### config.mk
export PLATFORM = sky130hd
export DESIGN_NAME = fpmul_top
export DESIGN_NICKNAME = d
export VERILOG_FILES = /design/src/hdl/fpmul_pkg.sv /design/src/hdl/fpmul_top.sv /design/src/hdl/fp_norm_round.sv /design/src/hdl/man_shift_add.sv /design/src/hdl/fp_unpack.sv /design/src/hdl/iter_counter.sv /design/src/hdl/fpmul_ctrl.sv
export SDC_FILE = /design/constraint.sdc
export NUM_CORES = 1
export LEC_CHECK = 0
export BUFFER_PORTS_ARGS = -buffer_cell sky130_fd_sc_hd__buf_2
export CAP_MARGIN = 20
export CORE_ASPECT_RATIO = 0.8
export CORE_MARGIN = 3
export CORE_UTILIZATION = 50
export CTS_BUF_LIST = sky130_fd_sc_hd__clkbuf_4 sky130_fd_sc_hd__clkbuf_8
export DETAILED_ROUTE_END_ITERATION = 6
export PLACE_DENSITY = 0.67
export SLEW_MARGIN = 20
export SYNTH_ARGS = -nofsm -noshare
export SYNTH_HDL_FRONTEND = slang
export SYNTH_SLANG_ARGS = --single-unit
### constraint.sdc
create_clock -name clk -period 55.9 [get_ports clk]
set_clock_uncertainty 0.1 [all_clocks]
set_input_delay 11.18 -clock clk [delete_from_list [all_inputs] [get_ports clk]]
set_output_delay 11.18 -clock clk [all_outputs]
set_load 0.005 [all_outputs]
### src/hdl/fpmul_pkg.sv
`default_nettype none

package fpmul_pkg;

    // binary32 format
    localparam logic [7:0] exp_bias = 8'd127;
    localparam logic [7:0] exp_max  = 8'd255;   // inf / nan exponent
    localparam int man_w  = 23;                 // stored fraction bits
    localparam int sig_w  = 24;                 // with hidden bit
    localparam int prod_w = 48;                 // full significand product

    localparam logic [31:0] qnan_word = 32'h7fc0_0000;

    // fp32 word, seen either as raw bits or as its fields
    typedef struct packed {
        logic             sign;
        logic [7:0]       exp;
        logic [man_w-1:0] frac;
    } fp32_fields_t;

    typedef union packed {
        logic [31:0]  bits;
        fp32_fields_t fld;
    } fp32_t;

    typedef enum logic [1:0] {
        idle    = 2'd0,
        mult    = 2'd1,
        norm    = 2'd2,
        done_st = 2'd3
    } fpmul_state_t;

    // operand class decided at unpack time, applied at the end
    typedef enum logic [1:0] {
        none     = 2'd0,
        res_zero = 2'd1,
        res_inf  = 2'd2,
        res_nan  = 2'd3
    } special_t;

endpackage

`default_nettype wire
### src/hdl/fpmul_top.sv
`default_nettype none

module fpmul_top (
    input  logic        clk,
    input  logic        rst_n,
    input  logic        start,
    input  logic [31:0] op_a,
    input  logic [31:0] op_b,
    output logic        busy,
    output logic        done,
    output logic [31:0] result
);
    import fpmul_pkg::*;

    logic              load;
    logic              run;
    logic              norm_en;
    logic              last;
    logic [sig_w-1:0]  sig_a;
    logic [sig_w-1:0]  sig_b;
    logic              res_sign;
    logic signed [9:0] exp_sum;
    special_t          spec;
    logic [prod_w-1:0] prod;

    fpmul_ctrl fpmul_ctrl_i (
        .clk     (clk),
        .rst_n   (rst_n),
        .start   (start),
        .last    (last),
        .load    (load),
        .run     (run),
        .norm_en (norm_en),
        .busy    (busy),
        .done    (done)
    );

    iter_counter iter_counter_i (
        .clk   (clk),
        .rst_n (rst_n),
        .load  (load),
        .run   (run),
        .last  (last)
    );

    fp_unpack fp_unpack_i (
        .clk      (clk),
        .rst_n    (rst_n),
        .load     (load),
        .op_a     (op_a),
        .op_b     (op_b),
        .sig_a    (sig_a),
        .sig_b    (sig_b),
        .res_sign (res_sign),
        .exp_sum  (exp_sum),
        .spec     (spec)
    );

    man_shift_add man_shift_add_i (
        .clk   (clk),
        .rst_n (rst_n),
        .load  (load),
        .run   (run),
        .sig_a (sig_a),
        .sig_b (sig_b),
        .prod  (prod)
    );

    fp_norm_round fp_norm_round_i (
        .clk      (clk),
        .rst_n    (rst_n),
        .norm_en  (norm_en),
        .prod     (prod),
        .exp_sum  (exp_sum),
        .res_sign (res_sign),
        .spec     (spec),
        .result   (result)
    );

endmodule

`default_nettype wire

### src/hdl/fp_norm_round.sv
`default_nettype none

module fp_norm_round (
    input  logic                        clk,
    input  logic                        rst_n,
    input  logic                        norm_en,
    input  logic [fpmul_pkg::prod_w-1:0] prod,
    input  logic signed [9:0]           exp_sum,
    input  logic                        res_sign,
    input  fpmul_pkg::special_t         spec,
    output logic [31:0]                 result
);
    import fpmul_pkg::*;

    logic [5:0]         lz;
    logic [5:0]         rsh;
    logic [prod_w+63:0] wide;       // aligned product over the shifted-out bits
    logic [9:0]         e_field;    // 0 means subnormal scale
    logic [prod_w-1:0]  m;
    logic [sig_w-1:0]   kept;
    logic               guard, rnd, sticky, inc;
    logic [32:0]        rnd_word;   // exponent and fraction, carry runs into exponent
    logic [9:0]         rnd_exp;
    logic               ovf;
    fp32_t              res_w;

    function automatic logic [5:0] lead_zeros(input logic [prod_w-1:0] v);
        logic [5:0] n;
        logic       found;
        n = 6'd0;
        found = 1'b0;
        for (int i = prod_w - 1; i >= 0; i--) begin
            if (v[i])
                found = 1'b1;
            else if (!found)
                n = n + 6'd1;
        end
        return n;
    endfunction

    always_comb begin
        lz = lead_zeros(prod);
        rsh = 6'd0;
        if (exp_sum < 0) begin
            // below normal range, denormalize with sticky
            rsh = (exp_sum < -10'sd63) ? 6'd63 : 6'(-exp_sum);
            wide = {prod, 64'b0} >> rsh;
            e_field = 10'd0;
        end else if ($signed({4'b0000, lz}) <= exp_sum) begin
            wide = {prod << lz, 64'b0};
            e_field = 10'(exp_sum + 10'sd1 - $signed({4'b0000, lz}));
        end else begin
            wide = {prod << exp_sum[5:0], 64'b0};  // shift stops at exponent limit
            e_field = 10'd0;
        end
    end

    assign m      = wide[prod_w+63:64];
    assign kept   = m[prod_w-1:sig_w];
    assign guard  = m[sig_w-1];
    assign rnd    = m[sig_w-2];
    assign sticky = (|m[sig_w-3:0]) | (|wide[63:0]);
    assign inc    = guard && (rnd || sticky || kept[0]);  // nearest, ties to even

    assign rnd_word = {e_field, kept[man_w-1:0]} + 33'(inc);
    assign rnd_exp  = rnd_word[32:man_w];
    assign ovf      = (rnd_exp >= {2'b00, exp_max});

    always_comb begin
        res_w.fld.sign = res_sign;
        res_w.fld.exp  = 8'd0;
        res_w.fld.frac = '0;
        case (spec)
            res_nan: res_w.bits = qnan_word;
            res_inf: res_w.fld.exp = exp_max;
            res_zero: res_w.fld.exp = 8'd0;     // signed zero
            default: begin
                if (ovf) begin
                    res_w.fld.exp = exp_max;
                end else begin
                    res_w.fld.exp  = rnd_exp[7:0];
                    res_w.fld.frac = rnd_word[man_w-1:0];
                end
            end
        endcase
    end

    always_ff @(posedge clk) begin
        if (!rst_n)
            result <= 32'd0;
        else if (norm_en)
            result <= res_w.bits;   // held until the next operation
    end

endmodule

`default_nettype wire

### src/hdl/man_shift_add.sv
`default_nettype none

module man_shift_add (
    input  logic                       clk,
    input  logic                       rst_n,
    input  logic                       load,
    input  logic                       run,
    input  logic [fpmul_pkg::sig_w-1:0]  sig_a,
    input  logic [fpmul_pkg::sig_w-1:0]  sig_b,
    output logic [fpmul_pkg::prod_w-1:0] prod
);
    import fpmul_pkg::*;

    logic [prod_w-1:0] acc;
    logic [sig_w-1:0]  mplr;       // multiplier, consumed lsb first
    logic              pick;       // unpack registers settle one edge after load
    logic [sig_w:0]    part_sum;   // upper half plus multiplicand, with carry

    assign part_sum = {1'b0, acc[prod_w-1:sig_w]} + (mplr[0] ? {1'b0, sig_a} : '0);
    assign prod     = acc;

    always_ff @(posedge clk) begin
        if (!rst_n)
            pick <= 1'b0;
        else
            pick <= load;
    end

    always_ff @(posedge clk) begin
        if (load) begin
            acc <= '0;
        end else if (run) begin
            // carry drops into the top bit as everything moves right
            acc <= {part_sum, acc[sig_w-1:1]};
        end
    end

    always_ff @(posedge clk) begin
        if (pick)
            mplr <= sig_b;
        else if (run)
            mplr <= mplr >> 1;
    end

endmodule

`default_nettype wire

### src/hdl/fp_unpack.sv
`default_nettype none

module fp_unpack (
    input  logic                      clk,
    input  logic                      rst_n,
    input  logic                      load,
    input  logic [31:0]               op_a,
    input  logic [31:0]               op_b,
    output logic [fpmul_pkg::sig_w-1:0] sig_a,
    output logic [fpmul_pkg::sig_w-1:0] sig_b,
    output logic                      res_sign,
    output logic signed [9:0]         exp_sum,
    output fpmul_pkg::special_t       spec
);
    import fpmul_pkg::*;

    fp32_t    a;
    fp32_t    b;
    logic     zero_a, zero_b;  // subnormals count as zero
    logic     inf_a, inf_b;
    logic     nan_a, nan_b;
    special_t spec_d;

    assign a.bits = op_a;
    assign b.bits = op_b;

    assign zero_a = (a.fld.exp == 8'd0);
    assign zero_b = (b.fld.exp == 8'd0);
    assign inf_a  = (a.fld.exp == exp_max) && (a.fld.frac == '0);
    assign inf_b  = (b.fld.exp == exp_max) && (b.fld.frac == '0);
    assign nan_a  = (a.fld.exp == exp_max) && (a.fld.frac != '0);
    assign nan_b  = (b.fld.exp == exp_max) && (b.fld.frac != '0);

    always_comb begin
        if (nan_a || nan_b || (inf_a && zero_b) || (zero_a && inf_b))
            spec_d = res_nan;
        else if (inf_a || inf_b)
            spec_d = res_inf;
        else if (zero_a || zero_b)
            spec_d = res_zero;
        else
            spec_d = none;
    end

    always_ff @(posedge clk) begin
        if (!rst_n)
            spec <= none;
        else if (load)
            spec <= spec_d;
    end

    always_ff @(posedge clk) begin
        if (load) begin
            sig_a    <= {1'b1, a.fld.frac};     // hidden bit
            sig_b    <= {1'b1, b.fld.frac};
            res_sign <= a.fld.sign ^ b.fld.sign;
            exp_sum  <= $signed({2'b00, a.fld.exp}) + $signed({2'b00, b.fld.exp})
                        - $signed({2'b00, exp_bias});
        end
    end

endmodule

`default_nettype wire

### src/hdl/iter_counter.sv
`default_nettype none

module iter_counter (
    input  logic clk,
    input  logic rst_n,
    input  logic load,
    input  logic run,
    output logic last
);
    import fpmul_pkg::*;

    logic [4:0] cnt;

    assign last = run && (cnt == 5'd0);

    always_ff @(posedge clk) begin
        if (!rst_n) begin
            cnt <= 5'd0;
        end else if (load) begin
            cnt <= 5'(sig_w - 1);   // one step per significand bit
        end else if (run && cnt != 5'd0) begin
            cnt <= cnt - 5'd1;
        end
    end

endmodule

`default_nettype wire

### src/hdl/fpmul_ctrl.sv
`default_nettype none

module fpmul_ctrl (
    input  logic clk,
    input  logic rst_n,
    input  logic start,
    input  logic last,
    output logic load,
    output logic run,
    output logic norm_en,
    output logic busy,
    output logic done
);
    import fpmul_pkg::*;

    fpmul_state_t state;
    logic         prime;    // first mult cycle, datapath picks up operands

    assign busy    = (state == mult) || (state == norm);
    assign load    = start && !busy;    // idle or done_st accept a new start
    assign run     = (state == mult) && !prime;
    assign norm_en = (state == norm);
    assign done    = (state == done_st);

    always_ff @(posedge clk) begin
        if (!rst_n) begin
            state <= idle;
            prime <= 1'b0;
        end else begin
            prime <= load;
            case (state)
                idle: begin
                    if (load)
                        state <= mult;
                end
                mult: begin
                    if (last)
                        state <= norm;  // 24th iteration done
                end
                norm: begin
                    state <= done_st;
                end
                done_st: begin
                    // back to back operation possible
                    if (load)
                        state <= mult;
                    else
                        state <= idle;
                end
                default: begin
                    state <= idle;
                end
            endcase
        end
    end

endmodule

`default_nettype wire

==> flow_summary_export.csv <==
group,metric,value,unit
run_status,status,"finished clean",
timing,hold_viol,0,
setup_path,critPathRequiredTime,56.19,ns
clocking,cts_hold_buf,0,
timing,rsz0062_at_grt,"no",
setup_path,critPathSlowestCell,"mux2_4",
route,wl_per_cell,20.8,um
synthesis,synth_edf_count,81,
clocking,clk_pin_slew_worst_paths,0.11,ns
route,postRouteAntennaNets,0,
synthesis,synth-warning-count,0,
timing,relSlewSlack,0.249,
setup_path,crit_type,"flip-flop to flip-flop",
clocking,cts_root_buf,"clkbuf_8",
final_layout,final_common_cell,"nand2_1",
synthesis,synth_ff_type,"dfxtp_1",
timing,setup_viol,0,
timing,setup-tns-final,0,ns
grt,grt_max_degree,65,
synthesis,async_flop_share,0,
timing,post-route-period-util,0.690,
final_layout,drive_gt1_frac,0.115,
synthesis,syn_inst,2858,
clocking,cts_buffer_depth,2,
timing,period_needed,38.57,ns
final_layout,layout_common_cells,"nand2_1 (395), mux2i_1 (280), a21oi_1 (220), nor2_1 (210), o21ai_0 (135)",
setup_path,critical_path.most_common_cell,"ha_1",
grt,antenna_found_initial,1,
placed_design,hpwl,55600,um
setup_path,path_max_fanout,64,
final_layout,diodes,0,
synthesis,yosysTopAreaCellShare,0.127,
final_layout,area_growth,5.60,%
grt,grt_pass1_wl,113000,um
setup_path,startpoint_type,"flip-flop",
synthesis,synth_seq_cells,171,
clocking,postCtsSetupBuffers,0,
synthesis,synth_cell_types,103,
clocking,numCtsBuffers,17,
synthesis,synth_area_leaders,"mux2i_1 (13%), edfxtp_1 (11%), dfxtp_1 (8.1%), nand2_1 (6.7%), ha_1 (6.1%)",
floorplan,die_area,47000,um2
floorplan,pin_count,101,
setup_path,worst-r2r-setup-slack,17.33,ns
grt,track_usage,0.295,
setup_path,cp-end-kind,"flip-flop",
route,drtIter0Drc,2162,
synthesis,ys_seq_area_frac,0.191,
synthesis,syn_area,22200,um2
synthesis,yosys.area.top_type,"mux2i_1",
clocking,clk_latency,0.52,ns
grt,grt_overflow,0,
floorplan,core-area,43500,um2
floorplan,std_cell_rows,68,
floorplan,die_x,242,um
clocking,cts_resized,0,
synthesis,syn_area_per_cell,7.77,um2
route,routed_via_density,6.24,
timing,worstMarginPinSlew,1.12,ns
clocking,cts.sinks,171,
grt,grt_pass1_vias,20000,
clocking,cts_tree,"yes",
run,cap_violations,0,
synthesis,synth_nets,3038,
floorplan,die_h,195,um
route,routed_wirelength,71600,um
setup_path,critical_path_arrival,38.86,ns
min_path,hold_class,"flip-flop to flip-flop",
route,vias,21500,
placed_design,io_buffers,100,
timing,fmax,0.0259,GHz
final_layout,nets,3017,
route,drc_errors,0,
timing,final_max_slew_viol_count,0,
route,drt_pass1_iterations,7,
floorplan,initial_core_util,0.511,
setup_path,critical-path-max-stage-delay,0.86,ns
placed_design,routabilityCongestion,1.05,
clocking,htreeDepth,4,
worst max-delay path: cells and delay by family, from the launching register on:
family                     cells  cell delay (ns)
AOI/OAI and AO/OA             45             9.31
xor gates and xnor gates       3             0.43
adders and majority gates     45            13.72
buffers and inverters          7             1.17
DFF                            1             0.46
muxes                         29             6.74
and+or+nand+nor               51             6.41
metal layers:
metal  vias to the layer above  GRT usage  routed length [um]
met2                       754      0.441               30200
met3                        67     0.0519                5180
met4                         2     0.0534                 852
met1                     10400      0.446               35300
li1                      10300          -                   -
met5                         -          0                  13
flip-flops by register name (all words and copies together) (netlist names):
register / cells
man_shift_add_i.prod: 48
fp_norm_round_i.result: 32
man_shift_add_i.mplr: 24
fp_unpack_i.sig_a: 23
fp_unpack_i.sig_b: 23
fp_unpack_i.exp_sum: 10
iter_counter_i.cnt: 5
fp_unpack_i.spec: 2
fpmul_ctrl_i.state: 2
fp_unpack_i.res_sign: 1
man_shift_add_i.pick: 1
per-stage QoR:
step / util / setup slack [ns] / instances / hold WS [ns] / instance area [um2]
after floorplan: - / 22.23 / 2858 / 0.306 / 22200
after global placement: 0.530 / 19.66 / 3413 / 0.333 / 23000
after detailed placement: 0.530 / 17.98 / 3413 / 0.334 / 23000
after CTS: 0.540 / 17.79 / 3445 / 0.366 / 23500
after global routing: 0.540 / 14.51 / 3445 / 0.381 / 23500
final: 0.540 / 17.33 / 3445 / 0.365 / 23500
area by class of cell:
| class | count | area [um2] |
|---|---|---|
| fillers | 4114 | 20000 |
| multi-input cells | 2425 | 16900 |
| flip-flops and latches | 171 | 4240 |
| repair buffers | 137 | 778 |
| well taps | 595 | 744 |
| inverters | 85 | 322 |
| clock buffers | 17 | 234 |
| clock inverters | 15 | 204 |
synthesized netlist by cell type (35+ instances only):
master,n
a21oi_1,221
a31oi_1,35
and2_1,50
and3_1,41
clkbuf_1,119
dfxtp_1,90
edfxtp_1,81
ha_1,109
inv_1,82
mux2_2,49
mux2i_1,282
nand2_1,395
nand2b_1,36
nand3_1,75
nor2_1,213
nor2b_1,53
nor3_1,79
nor4_1,48
o21ai_0,135
xnor2_1,126
xor2_1,62
logic make-up (layout without fill, tap and decap cells):
logic type | count (synthesis) | in the layout | share of synthesized area
AOI/OAI and AO/OA | 630 | 630 | 0.182
xor gates and xnor gates | 213 | 213 | 0.0981
adders and majority gates | 116 | 116 | 0.0663
buffers and inverters | 262 | 254 | 0.0495
DFF | 171 | 171 | 0.191
muxes | 346 | 346 | 0.166
and+or+nand+nor | 1120 | 1120 | 0.247
worst paths after layout:
check,startpoint,end,cells after the start
worst max-delay path,man_shift_add_i.prod[46]$_SDFFE_PP0P_,fp_norm_round_i.result[4]$_SDFFE_PN0N_,180
worst min register to register,fp_norm_round_i.result[2]$_SDFFE_PN0N_,fp_norm_round_i.result[2]$_SDFFE_PN0N_,2
worst max register to register,man_shift_add_i.prod[46]$_SDFFE_PP0P_,fp_norm_round_i.result[4]$_SDFFE_PN0N_,180
worst min-delay path,fp_norm_round_i.result[2]$_SDFFE_PN0N_,fp_norm_round_i.result[2]$_SDFFE_PN0N_,2
Power is left out: the tool's default activity adds up to more than one toggle a clock period on the data nets, which glitch-free logic cannot reach.
